<file path="config.mk">
export PLATFORM = sky130hd
export DESIGN_NAME = fetch_unit_top
export DESIGN_NICKNAME = d
export VERILOG_FILES = /design/src/verilog/fetch_pkg.sv /design/src/verilog/pc_gen.sv /design/src/verilog/req_arbiter.sv /design/src/verilog/axi_rd_master.sv /design/src/verilog/resp_router.sv /design/src/verilog/fetch_unit_top.sv
export VERILOG_INCLUDE_DIRS = /design/src /design/src/verilog
export SDC_FILE = /design/constraint.sdc
export NUM_CORES = 1
export LEC_CHECK = 0
export BUFFER_PORTS_ARGS = -buffer_cell sky130_fd_sc_hd__buf_2
export CORE_UTILIZATION = 57
export DETAILED_ROUTE_END_ITERATION = 6
export PLACE_DENSITY = 0.92
export SYNTH_ARGS = -nofsm -noshare
export SYNTH_HDL_FRONTEND = slang
export SYNTH_SLANG_ARGS = --single-unit
</file>
<file path="constraint.sdc">
create_clock -name clk -period 16 [get_ports clk]
set_input_delay 2.4 -clock clk [delete_from_list [all_inputs] [get_ports clk]]
set_output_delay 2.4 -clock clk [all_outputs]
set_load 0.03 [all_outputs]
</file>
<file path="src/verilog/fetch_consts.svh">
`ifndef FETCH_CONSTS_SVH
`define FETCH_CONSTS_SVH

// pc after reset, start of the boot image
`define FETCH_RESET_PC 64'h0000_0000_8000_0000

// address and data path width
`define FETCH_XLEN 64

// one uncompressed instruction
`define FETCH_ILEN 32

// addi x0, x0, 0
`define FETCH_NOP 32'h0000_0013

// AR/R transaction id width
`define FETCH_ID_W 4

// R channel response code width
`define FETCH_RESP_W 2

// sequential fetch step in bytes
`define FETCH_PC_STEP 64'd4

`endif

</file>
<file path="src/verilog/fetch_pkg.sv">
`include "fetch_consts.svh"

package fetch_pkg;

  // byte address on the bus and in the pc
  typedef logic [`FETCH_XLEN-1:0] addr_t;

  // one 64-bit read beat
  typedef logic [`FETCH_XLEN-1:0] xdata_t;

  // one 32-bit instruction
  typedef logic [`FETCH_ILEN-1:0] inst_t;

  // owner of a read, carried on ar_id and back through the router
  typedef enum logic [`FETCH_ID_W-1:0] {
    ID_FETCH = 1,
    ID_DATA  = 2
  } bus_id_t;

  // read master states
  typedef enum logic [1:0] {
    RD_IDLE,
    RD_ADDR,
    RD_DATA
  } rd_state_t;

  // arbiter states
  typedef enum logic [1:0] {
    ARB_IDLE,
    ARB_BUSY,
    ARB_ACK
  } arb_state_t;

endpackage

</file>
<file path="src/verilog/pc_gen.sv">
`timescale 1ns/1ps
`include "fetch_consts.svh"

module pc_gen import fetch_pkg::*; (
  input  logic  clk,
  input  logic  rst_n,
  input  logic  stall_i,
  input  logic  redirect_valid_i,
  input  addr_t redirect_pc_i,
  input  logic  fetch_done_i,
  input  logic  fetch_grant_i,
  output logic  fetch_req_o,
  output addr_t fetch_pc_o,
  output logic  redirect_pulse_o
);

  // current fetch address
  addr_t pc_q;
  // a granted fetch has not returned yet
  logic  pending_q;
  // redirect seen since the outstanding fetch was issued
  logic  stale_q;

  // only one fetch in flight, decode stall blocks new ones
  assign fetch_req_o = !pending_q && !stall_i;
  assign fetch_pc_o  = pc_q;

  // redirect hits a fetch that is in flight or granted right now
  // a fetch already returning this cycle is delivered as is
  assign redirect_pulse_o = redirect_valid_i &&
                            ((pending_q && !fetch_done_i) || fetch_grant_i);

  always_ff @(posedge clk or negedge rst_n) begin
    if (!rst_n) begin
      pending_q <= 1'b0;
    end else if (fetch_grant_i) begin
      pending_q <= 1'b1;
    end else if (fetch_done_i) begin
      pending_q <= 1'b0;
    end
  end

  always_ff @(posedge clk or negedge rst_n) begin
    if (!rst_n) begin
      stale_q <= 1'b0;
    end else if (redirect_pulse_o) begin
      stale_q <= 1'b1;
    end else if (fetch_done_i) begin
      stale_q <= 1'b0;
    end
  end

  // redirect wins over the sequential step
  // after a squashed fetch the target stays in place
  always_ff @(posedge clk or negedge rst_n) begin
    if (!rst_n) begin
      pc_q <= `FETCH_RESET_PC;
    end else if (redirect_valid_i) begin
      pc_q <= redirect_pc_i;
    end else if (fetch_done_i && !stale_q) begin
      pc_q <= pc_q + `FETCH_PC_STEP;
    end
  end

endmodule

</file>
<file path="src/verilog/req_arbiter.sv">
`timescale 1ns/1ps

module req_arbiter import fetch_pkg::*; (
  input  logic    clk,
  input  logic    rst_n,
  input  logic    fetch_req_i,
  input  addr_t   fetch_pc_i,
  input  logic    mem_req_i,
  input  addr_t   mem_addr_i,
  input  logic    rd_accept_i,
  input  logic    fetch_done_i,
  input  logic    data_done_i,
  output logic    fetch_grant_o,
  output logic    rd_valid_o,
  output addr_t   rd_addr_o,
  output bus_id_t rd_id_o,
  output logic    mem_ack_o
);

  arb_state_t state_q;
  // who owns the bus until its done returns
  bus_id_t    owner_q;
  addr_t      addr_q;
  logic       rd_valid_q;

  logic       pick_data;
  logic       pick_fetch;

  // data read has priority over fetch
  assign pick_data  = (state_q == ARB_IDLE) && mem_req_i;
  assign pick_fetch = (state_q == ARB_IDLE) && !mem_req_i && fetch_req_i;

  assign fetch_grant_o = pick_fetch;
  assign rd_valid_o    = rd_valid_q;
  assign rd_addr_o     = addr_q;
  assign rd_id_o       = owner_q;

  // ack rises with the registered read data and holds
  // until the memory stage drops its request
  assign mem_ack_o = (state_q == ARB_ACK) ||
                     ((state_q == ARB_BUSY) && (owner_q == ID_DATA) && data_done_i);

  always_ff @(posedge clk or negedge rst_n) begin
    if (!rst_n) begin
      state_q <= ARB_IDLE;
      owner_q <= ID_FETCH;
    end else begin
      case (state_q)
        ARB_IDLE: begin
          if (pick_data) begin
            owner_q <= ID_DATA;
            state_q <= ARB_BUSY;
          end else if (pick_fetch) begin
            owner_q <= ID_FETCH;
            state_q <= ARB_BUSY;
          end
        end
        ARB_BUSY: begin
          // wait for the router to hand back our own beat
          if (owner_q == ID_FETCH && fetch_done_i) begin
            state_q <= ARB_IDLE;
          end else if (owner_q == ID_DATA && data_done_i) begin
            state_q <= ARB_ACK;
          end
        end
        ARB_ACK: begin
          // four-phase return to zero
          if (!mem_req_i) begin
            state_q <= ARB_IDLE;
          end
        end
        default: state_q <= ARB_IDLE;
      endcase
    end
  end

  // held toward the master until it takes the request
  always_ff @(posedge clk or negedge rst_n) begin
    if (!rst_n) begin
      rd_valid_q <= 1'b0;
    end else if (pick_data || pick_fetch) begin
      rd_valid_q <= 1'b1;
    end else if (rd_accept_i) begin
      rd_valid_q <= 1'b0;
    end
  end

  // request address captured at grant
  always_ff @(posedge clk) begin
    if (pick_data) begin
      addr_q <= mem_addr_i;
    end else if (pick_fetch) begin
      addr_q <= fetch_pc_i;
    end
  end

endmodule

</file>
<file path="src/verilog/axi_rd_master.sv">
`timescale 1ns/1ps
`include "fetch_consts.svh"

module axi_rd_master import fetch_pkg::*; (
  input  logic                     clk,
  input  logic                     rst_n,
  input  logic                     rd_valid_i,
  input  addr_t                    rd_addr_i,
  input  bus_id_t                  rd_id_i,
  input  logic                     ar_ready_i,
  input  logic                     r_valid_i,
  input  xdata_t                   r_data_i,
  input  logic [`FETCH_RESP_W-1:0] r_resp_i,
  output logic                     rd_accept_o,
  output logic                     ar_valid_o,
  output addr_t                    ar_addr_o,
  output bus_id_t                  ar_id_o,
  output logic                     r_ready_o,
  output logic                     rd_done_o,
  output xdata_t                   rd_data_o,
  output bus_id_t                  rd_resp_id_o
);

  rd_state_t state_q;
  addr_t     addr_q;
  bus_id_t   id_q;
  logic      accept_q;

  logic      take_req;
  logic      r_err;

  assign take_req = (state_q == RD_IDLE) && rd_valid_i;

  // slverr or decerr
  assign r_err = r_resp_i[1];

  // AR stays up with stable payload until ready is seen
  assign ar_valid_o = (state_q == RD_ADDR);
  assign ar_addr_o  = addr_q;
  assign ar_id_o    = id_q;
  assign r_ready_o  = (state_q == RD_DATA);

  assign rd_accept_o = accept_q;

  // beat handshake, passed on for one cycle
  assign rd_done_o    = r_ready_o && r_valid_i;
  assign rd_data_o    = r_err ? '0 : r_data_i;
  assign rd_resp_id_o = id_q;

  always_ff @(posedge clk or negedge rst_n) begin
    if (!rst_n) begin
      state_q <= RD_IDLE;
    end else begin
      case (state_q)
        RD_IDLE: if (take_req) state_q <= RD_ADDR;
        RD_ADDR: if (ar_ready_i) state_q <= RD_DATA;
        RD_DATA: if (r_valid_i) state_q <= RD_IDLE;
        default: state_q <= RD_IDLE;
      endcase
    end
  end

  // one-cycle accept back to the arbiter
  always_ff @(posedge clk or negedge rst_n) begin
    if (!rst_n) begin
      accept_q <= 1'b0;
    end else begin
      accept_q <= take_req;
    end
  end

  // latch request, bus reads are 8-byte aligned
  always_ff @(posedge clk) begin
    if (take_req) begin
      addr_q <= {rd_addr_i[`FETCH_XLEN-1:3], 3'b000};
      id_q   <= rd_id_i;
    end
  end

endmodule

</file>
<file path="src/verilog/resp_router.sv">
`timescale 1ns/1ps
`include "fetch_consts.svh"

module resp_router import fetch_pkg::*; (
  input  logic    clk,
  input  logic    rst_n,
  input  logic    rd_done_i,
  input  xdata_t  rd_data_i,
  input  bus_id_t rd_resp_id_i,
  input  addr_t   fetch_pc_i,
  input  logic    fetch_grant_i,
  input  logic    redirect_pulse_i,
  output logic    fetch_done_o,
  output logic    data_done_o,
  output logic    inst_valid_o,
  output inst_t   inst_o,
  output addr_t   inst_pc_o,
  output xdata_t  mem_rdata_o
);

  // pc of the fetch in flight
  addr_t  pc_q;
  // squash flag for the fetch in flight
  logic   stale_q;
  logic   inst_valid_q;
  logic   data_done_q;
  inst_t  inst_q;
  addr_t  inst_pc_q;
  xdata_t mem_rdata_q;

  logic   fetch_hit;
  logic   data_hit;
  inst_t  inst_sel;

  assign fetch_hit = rd_done_i && (rd_resp_id_i == ID_FETCH);
  assign data_hit  = rd_done_i && (rd_resp_id_i == ID_DATA);

  // upper word for pc[2] set, late redirect turns it into a nop
  assign inst_sel = (stale_q || redirect_pulse_i) ? `FETCH_NOP :
                    pc_q[2] ? rd_data_i[63:32] : rd_data_i[31:0];

  always_ff @(posedge clk or negedge rst_n) begin
    if (!rst_n) begin
      stale_q <= 1'b0;
    end else if (fetch_grant_i) begin
      // redirect may land in the grant cycle itself
      stale_q <= redirect_pulse_i;
    end else if (redirect_pulse_i) begin
      stale_q <= 1'b1;
    end
  end

  always_ff @(posedge clk or negedge rst_n) begin
    if (!rst_n) begin
      inst_valid_q <= 1'b0;
      data_done_q  <= 1'b0;
    end else begin
      inst_valid_q <= fetch_hit;
      data_done_q  <= data_hit;
    end
  end

  always_ff @(posedge clk) begin
    if (fetch_grant_i) begin
      pc_q <= fetch_pc_i;
    end
    if (fetch_hit) begin
      inst_q    <= inst_sel;
      inst_pc_q <= pc_q;
    end
    if (data_hit) begin
      mem_rdata_q <= rd_data_i;
    end
  end

  // the registered pulse also retires the fetch in pc_gen
  assign fetch_done_o = inst_valid_q;
  assign data_done_o  = data_done_q;
  assign inst_valid_o = inst_valid_q;
  assign inst_o       = inst_q;
  assign inst_pc_o    = inst_pc_q;
  assign mem_rdata_o  = mem_rdata_q;

endmodule

</file>
<file path="src/verilog/fetch_unit_top.sv">
`timescale 1ns/1ps
`include "fetch_consts.svh"

module fetch_unit_top import fetch_pkg::*; (
  input  logic                     clk,
  input  logic                     rst_n,
  input  logic                     stall_i,
  input  logic                     redirect_valid_i,
  input  addr_t                    redirect_pc_i,
  input  logic                     mem_req_i,
  input  addr_t                    mem_addr_i,
  input  logic                     ar_ready_i,
  input  logic                     r_valid_i,
  input  xdata_t                   r_data_i,
  input  logic [`FETCH_RESP_W-1:0] r_resp_i,
  output logic                     inst_valid_o,
  output inst_t                    inst_o,
  output addr_t                    inst_pc_o,
  output logic                     mem_ack_o,
  output xdata_t                   mem_rdata_o,
  output logic                     ar_valid_o,
  output addr_t                    ar_addr_o,
  output bus_id_t                  ar_id_o,
  output logic                     r_ready_o
);

  // pc_gen to arbiter and router
  logic    fetch_req;
  addr_t   fetch_pc;
  logic    fetch_grant;
  logic    redirect_pulse;

  // arbiter to read master
  logic    rd_valid;
  addr_t   rd_addr;
  bus_id_t rd_id;
  logic    rd_accept;

  // read master to router
  logic    rd_done;
  xdata_t  rd_data;
  bus_id_t rd_resp_id;

  // router back to the requesters
  logic    fetch_done;
  logic    data_done;

  pc_gen u_pc_gen (
    .clk              (clk),
    .rst_n            (rst_n),
    .stall_i          (stall_i),
    .redirect_valid_i (redirect_valid_i),
    .redirect_pc_i    (redirect_pc_i),
    .fetch_done_i     (fetch_done),
    .fetch_grant_i    (fetch_grant),
    .fetch_req_o      (fetch_req),
    .fetch_pc_o       (fetch_pc),
    .redirect_pulse_o (redirect_pulse)
  );

  req_arbiter u_req_arbiter (
    .clk           (clk),
    .rst_n         (rst_n),
    .fetch_req_i   (fetch_req),
    .fetch_pc_i    (fetch_pc),
    .mem_req_i     (mem_req_i),
    .mem_addr_i    (mem_addr_i),
    .rd_accept_i   (rd_accept),
    .fetch_done_i  (fetch_done),
    .data_done_i   (data_done),
    .fetch_grant_o (fetch_grant),
    .rd_valid_o    (rd_valid),
    .rd_addr_o     (rd_addr),
    .rd_id_o       (rd_id),
    .mem_ack_o     (mem_ack_o)
  );

  axi_rd_master u_axi_rd_master (
    .clk          (clk),
    .rst_n        (rst_n),
    .rd_valid_i   (rd_valid),
    .rd_addr_i    (rd_addr),
    .rd_id_i      (rd_id),
    .ar_ready_i   (ar_ready_i),
    .r_valid_i    (r_valid_i),
    .r_data_i     (r_data_i),
    .r_resp_i     (r_resp_i),
    .rd_accept_o  (rd_accept),
    .ar_valid_o   (ar_valid_o),
    .ar_addr_o    (ar_addr_o),
    .ar_id_o      (ar_id_o),
    .r_ready_o    (r_ready_o),
    .rd_done_o    (rd_done),
    .rd_data_o    (rd_data),
    .rd_resp_id_o (rd_resp_id)
  );

  resp_router u_resp_router (
    .clk              (clk),
    .rst_n            (rst_n),
    .rd_done_i        (rd_done),
    .rd_data_i        (rd_data),
    .rd_resp_id_i     (rd_resp_id),
    .fetch_pc_i       (fetch_pc),
    .fetch_grant_i    (fetch_grant),
    .redirect_pulse_i (redirect_pulse),
    .fetch_done_o     (fetch_done),
    .data_done_o      (data_done),
    .inst_valid_o     (inst_valid_o),
    .inst_o           (inst_o),
    .inst_pc_o        (inst_pc_o),
    .mem_rdata_o      (mem_rdata_o)
  );

endmodule

</file>
==> reports/qor.yml, run 1 <==
ir_drop_v: 0.000106
synthTopCellsByArea: "edfxtp_1, dfrtp_1, mux2_2"
synthesis.area_mm2: 0.0166
crit_slowest_cell: "buf_4"
grt_pass1_wl_mm: 62.9
placed_cells: 1834
syn_avg_cell_area_um2: 15.6
drc_errors: 0
fin_ws_ps: 11670
ant_nets: 0
clk_path_buf_depth: 3
synth-seq-area-share: 0.745
place_ws_ps: 11180
place.gp.congestion: 0.855
cts_resized: 0
reg2reg_depth: 5
crit_family: "buffers and inverters"
coreArea_mm2: 0.0287
grt_overflow: 0
slew_violations: 0
rows: 62
leakagePower_nw: 7.90
tightest_slew_ps: 1140
die_x_um: 173
status: "completed"
end_kind: "flip-flop"
min_path_type: "reg -> reg"
hold_buffers: 0
grt.met2_usage: 0.492
hold_path_depth: 0
cts_root_buf: "clkbuf_16"
finalNonFillerCells: 1926
fin_nets: 1696
hold_viol: 0
synth-edff-count: 348
ios: 433
synth_cells: 1063
finalCritPeriodShare: 0.271
synthTopCellsByCount: "edfxtp_1, nor2b_1, dfrtp_1, nand2_1, mux2_2"
clock_skew_ps: 13.9
max_freq_mhz: 231
tns_ps: 0
met1_usage: 0.330
synth.yosys.warnings: 0
crit_buf_inv: 3
synth_most_common_cell: "edfxtp_1"
grt_max_degree: 78
r2r-end: "u_pc_gen.fetch_pc_o[51]$_DFFE_PN0N_"
viasPerCell: 5.70
synth_cell_types: 56
async_flop_share: 0.181
top_usage_layer: "met2"
areaGrowthSynthToFinish_pct: 23.3
antenna_found_initial: 19
cts_buffers: 42
clock-sinks: 425
reg2reg_from: "u_resp_router.fetch_done_o$_DFF_PN0_"
maxCapViolations: 0
met3_usage: 0.0620
start_util: 0.579
dp_hpwl_mm: 28.5
dieArea_mm2: 0.0298
first_iter_violations: 1013
clk_pin_slew_ps: 60
die_h_um: 173
first_global_vias: 10900
grtUsageTotal: 0.279
ys.flop_type: "edfxtp_1"
yosysTopAreaCell: "edfxtp_1"
fin_crit_ps: 4330
crit_fanout: 76
worstSetupPathType: "in -> reg"
vias: 11000
synth_top_area_share: 0.629
r2r_slack_ps: 13120
drive_above_1_share: 0.381
io_buffers: 423
startpoint_type: "input port"
critPathMaxStageDelay_ps: 670
avgRoutedWirePerCell_um: 21.9
min_to: "u_axi_rd_master.ar_addr_o[57]$_DFFE_PP_"
cts_tree: "yes"
rsz0062_at_grt: "false"
h-tree-depth: 2
slew-limit-headroom: 0.238
wl_mm: 42.2
min_from: "u_req_arbiter.rd_addr_o[57]$_DFFE_PP_"
clk-insertion-delay-late_ps: 530
worstPathArrival_ps: 4720
synth_seq_cells: 425
power_density_mw_per_mm2: 137
post_cts_buffers: 0
cp_common_cell: "buf_4"
cp_cell_sequence: "buf_4 -> buf_4 -> inv_1 -> and3_1 -> or3_1"
finalSetupViolations: 0
firstDrtPassIters: 5
crit_required_ps: 16400
-- kinds of logic after synthesis --
family,count (synthesis),share of synthesized area
AO/OA/AOI/OAI,92,0.0337
XOR/XNOR,36,0.0190
adder cells (fa/ha/maj),1,0.000753
buffers and inverters,65,0.0163
flip-flops,425,0.745
multiplexers,94,0.0612
other,1,0.000226
AND/OR/NAND/NOR,349,0.123
-- placed cells by master (no fill, tap or decap), drive strengths merged, types with 14 or more instances in the layout --
cell and instances:
and3 16, nand2 71, clkinv 17, nand4 20, inv 14, mux2 60, diode 15, nor3 14
nor4 14, xnor2 17, edfxtp 348, dfrtp 75, buf 434, nand3 36, xor2 19, o21ai 54
clkbuf 54, mux2i 34, nor2 52, nor2b 76
-- state kept, by name, summed over array words and instances (netlist names), 32 cells and up --
| name | count |
|---|---|
| u_axi_rd_master.ar_addr_o | 61 |
| u_pc_gen.fetch_pc_o | 64 |
| u_req_arbiter.rd_addr_o | 61 |
| u_resp_router.inst_o | 32 |
| u_resp_router.inst_pc_o | 64 |
| u_resp_router.mem_rdata_o | 64 |
| u_resp_router.pc_q | 64 |
-- per-layer routing --
layer / wire length, um / share of wire
met1: 15200 / 0.36
met3: 3470 / 0.082
met2: 21800 / 0.52
met5: 50 / 0.0012
met4: 1690 / 0.040
-- stage by stage --
step / area [um2] / util / total power, mW / hold WS, ps
6_report: 20500 / 0.714 / 2.81 / 413
2_1_floorplan: 16600 / - / 1.72 / 400
3_3_place_gp: 19100 / 0.666 / 1.86 / 401
5_1_grt: 20500 / 0.713 / 2.90 / 420
3_5_place_dp: 19100 / 0.666 / 1.88 / 405
4_1_cts: 20400 / 0.712 / 2.82 / 414
-- where the power goes --
group / internal, mW / switching, mW / total (mW) / leakage (nW)
registers: 1.36 / 0.0666 / 1.43 / 4.10
logic: 0.128 / 0.305 / 0.433 / 3.15
clock network: 0.549 / 0.402 / 0.950 / 0.641
-- how the worst max path moves through the flow --
stage                           startpoint                                    end  slack (ps)  depth (start not counted)
after floorplan                  r_valid_i   u_resp_router.fetch_done_o$_DFF_PN0_        5610                          2
after global placement           mem_req_i  u_req_arbiter.rd_addr_o[13]$_DFFE_PP_       11240                          6
after detailed placement         mem_req_i  u_req_arbiter.rd_addr_o[13]$_DFFE_PP_       11180                          6
after CTS                 redirect_valid_i    u_pc_gen.fetch_pc_o[62]$_DFFE_PN0N_       11750                          5
after global routing      redirect_valid_i    u_pc_gen.fetch_pc_o[62]$_DFFE_PN0N_       11570                          5
final                     redirect_valid_i    u_pc_gen.fetch_pc_o[62]$_DFFE_PN0N_       11670                          5
-- area by class of cell --
| cell class | instances | area [um2] |
|---|---|---|
| Sequential cell | 425 | 12400 |
| Fill cell | 1809 | 8220 |
| Tap cell | 384 | 480 |
| Clock inverter | 23 | 203 |
| Timing Repair Buffer | 434 | 2200 |
| Clock buffer | 54 | 1130 |
| Multi-Input combinational cell | 577 | 4000 |
| Inverter | 14 | 53.8 |
| Antenna cell | 15 | 37.5 |
No activity file was read; power rests on OpenSTA's default activity.
==> run 2, diff against run 1 <==
--- a/config.mk
+++ b/config.mk
@@ -6,10 +6,11 @@
 export SDC_FILE = /design/constraint.sdc
 export NUM_CORES = 1
 export LEC_CHECK = 0
+export ABC_AREA = 1
 export BUFFER_PORTS_ARGS = -buffer_cell sky130_fd_sc_hd__buf_2
-export CORE_UTILIZATION = 57
+export CORE_UTILIZATION = 53
 export DETAILED_ROUTE_END_ITERATION = 6
-export PLACE_DENSITY = 0.92
+export PLACE_DENSITY = 0.87
 export SYNTH_ARGS = -nofsm -noshare
 export SYNTH_HDL_FRONTEND = slang
 export SYNTH_SLANG_ARGS = --single-unit
==> constraint.sdc (replaced) <==
create_clock -name clk -period 4.1 [get_ports clk]
set_input_delay 0.615 -clock clk [delete_from_list [all_inputs] [get_ports clk]]
set_output_delay 0.615 -clock clk [all_outputs]
set_load 0.03 [all_outputs]
==> reports/qor.yml, run 2 <==
power_density_mw_per_mm2: 524
place.gp.congestion: 0.899
die_h_um: 183
yosysTopAreaCell: "edfxtp_1"
min_path_type: "in -> async"
clk_pin_slew_ps: 80
crit_required_ps: 4500
clock_skew_ps: 27.5
final_common_cell: "nand2_1"
start_util: 0.545
cts_root_buf: "clkbuf_16"
ir_drop_v: 0.000282
grt_max_degree: 79
place_ws_ps: 1460
yosys.area_share.simple: 0.173
synth-seq-area-share: 0.712
fin_ws_ps: 1710
fillCellCount: 2365
cts_tree: "yes"
drive_above_1_share: 0.264
grt_pass1_wl_mm: 75.8
grtUsageTotal: 0.304
drc_errors: 0
leakagePower_nw: 8.84
slew_violations: 0
first_global_vias: 13100
h-tree-depth: 2
synth_xor_area_frac: 0.00705
synth_cell_types: 38
io_buffers: 423
viasPerCell: 5.37
most-common-layout-cells: "nand2_1, buf_2, edfxtp_1"
vias: 13400
status: "completed"
synth_top_area_share: 0.601
synth.yosys.warnings: 0
first_iter_violations: 1188
max_freq_mhz: 418
tightest_slew_ps: 1200
finalCritPeriodShare: 0.583
grt_overflow: 0
firstDrtPassIters: 6
hold-worst-slack_ps: 134
ys.flop_type: "edfxtp_1"
synthTopCellsByArea: "edfxtp_1, dfrtp_1, nand2_1"
dp_hpwl_mm: 37.2
synth_top_family_by_area: "simple AND/OR/NAND/NOR gates"
rows: 65
wl_mm: 51.1
avgRoutedWirePerCell_um: 20.4
end_kind: "flip-flop"
clk-insertion-delay-late_ps: 550
synth_seq_cells: 425
slew-limit-headroom: 0.197
tns_ps: 0
synth_fa_ha_area_frac: 0.000720
async_flop_share: 0.181
finalSetupViolations: 0
hold_viol: 0
hold_buffers: 0
ios: 433
worstPathArrival_ps: 2790
fin_crit_ps: 2390
startpoint_type: "flip-flop"
clk_path_buf_depth: 3
fin_nets: 2222
clock-sinks: 425
maxCapViolations: 0
synthTopCellsByCount: "nand2_1, edfxtp_1, nor2_1, inv_1, nand3_1"
synth_cells: 1587
coreArea_mm2: 0.0319
synth_most_common_cell: "nand2_1"
synth-edff-count: 348
crit_fanout: 30
synthMuxAreaShare: 0
areaGrowthSynthToFinish_pct: 23.3
worstSetupPathType: "reg -> reg"
synthesis.area_mm2: 0.0174
antenna_found_initial: 17
cts_resized: 0
cts_buffers: 42
die_x_um: 183
postPlaceCellArea_mm2: 0.0200
post_cts_buffers: 0
dieArea_mm2: 0.0335
stdcell_area_mm2: 0.0214
syn_avg_cell_area_um2: 11.0
ant_nets: 0
synth_compound_area_frac: 0.0531
rsz0062_at_grt: "false"
## run 2: worst paths after layout
| check | end | start | depth (start not counted) | slack (ps) |
|---|---|---|---|---|
| max in group asynchronous | u_req_arbiter.rd_id_o[0]$_DFFE_PN1P_ | rst_n | 2 | 3050 |
| max | u_resp_router.inst_o[0]$_SDFFCE_PP1P_ | u_req_arbiter.state_q[1]$_DFFE_PN0P_ | 7 | 1710 |
| min reg2reg | u_resp_router.inst_pc_o[37]$_DFFE_PP_ | u_resp_router.pc_q[37]$_DFFE_PP_ | 0 | 410 |
| min in group clk | u_axi_rd_master.state_q[0]$_DFFE_PN0P_ | ar_ready_i | 2 | 280 |
| max reg2reg | u_resp_router.inst_o[0]$_SDFFCE_PP1P_ | u_req_arbiter.state_q[1]$_DFFE_PN0P_ | 7 | 1710 |
| min | u_pc_gen.fetch_pc_o[33]$_DFFE_PN0N_ | rst_n | 1 | 130 |
## run 2: critical path, stage by stage (launching register included)
cell and delay (ps):
dfrtp_1 400, nor2_1 140, nand3_1 170, nand2_1 140
nand2_1 110, nand2_1 910, inv_1 230, nand3_1 140
## run 2: where the power goes
group	leakage, nW	switching (mW)	internal [mW]
sequential	4.07	0.234	5.33
clock	0.683	1.61	2.27
combinational	4.09	1.36	0.422
## run 2: kinds of logic after synthesis
logic type,Yosys count
buf+inv,239
fa+ha+maj,1
compound gates,166
flops,425
other cells,1
xor+xnor,14
simple gates,741
## run 2: cell type report
cell class / instances / area (um2) / share of cell area
inverters: 183 / 687 / 0.0321
well taps: 435 / 544 / 0.0254
flip-flops and latches: 425 / 12400 / 0.578
repair buffers: 441 / 2270 / 0.106
diodes: 13 / 32.5 / 0.00152
multi-input cells: 927 / 4120 / 0.192
clock buffers: 57 / 1210 / 0.0565
clock inverters: 21 / 184 / 0.00858
## run 2: per-stage QoR
stage          power (mW)  cells   util
2_1_floorplan        6.74   1591      -
3_3_place_gp         7.35   2411  0.627
3_5_place_dp         7.42   2411  0.627
4_1_cts              11.2   2489  0.671
5_1_grt              11.6   2501  0.672
6_report             11.2   2502  0.672
## run 2: per-layer routing
metal	wire, um	vias to the layer above	track usage
li1	-	6156	-
met1	19100	6362	0.375
met2	25400	799	0.520
met3	4510	121	0.0618
met4	2070	4	0.132
met5	27	-	0
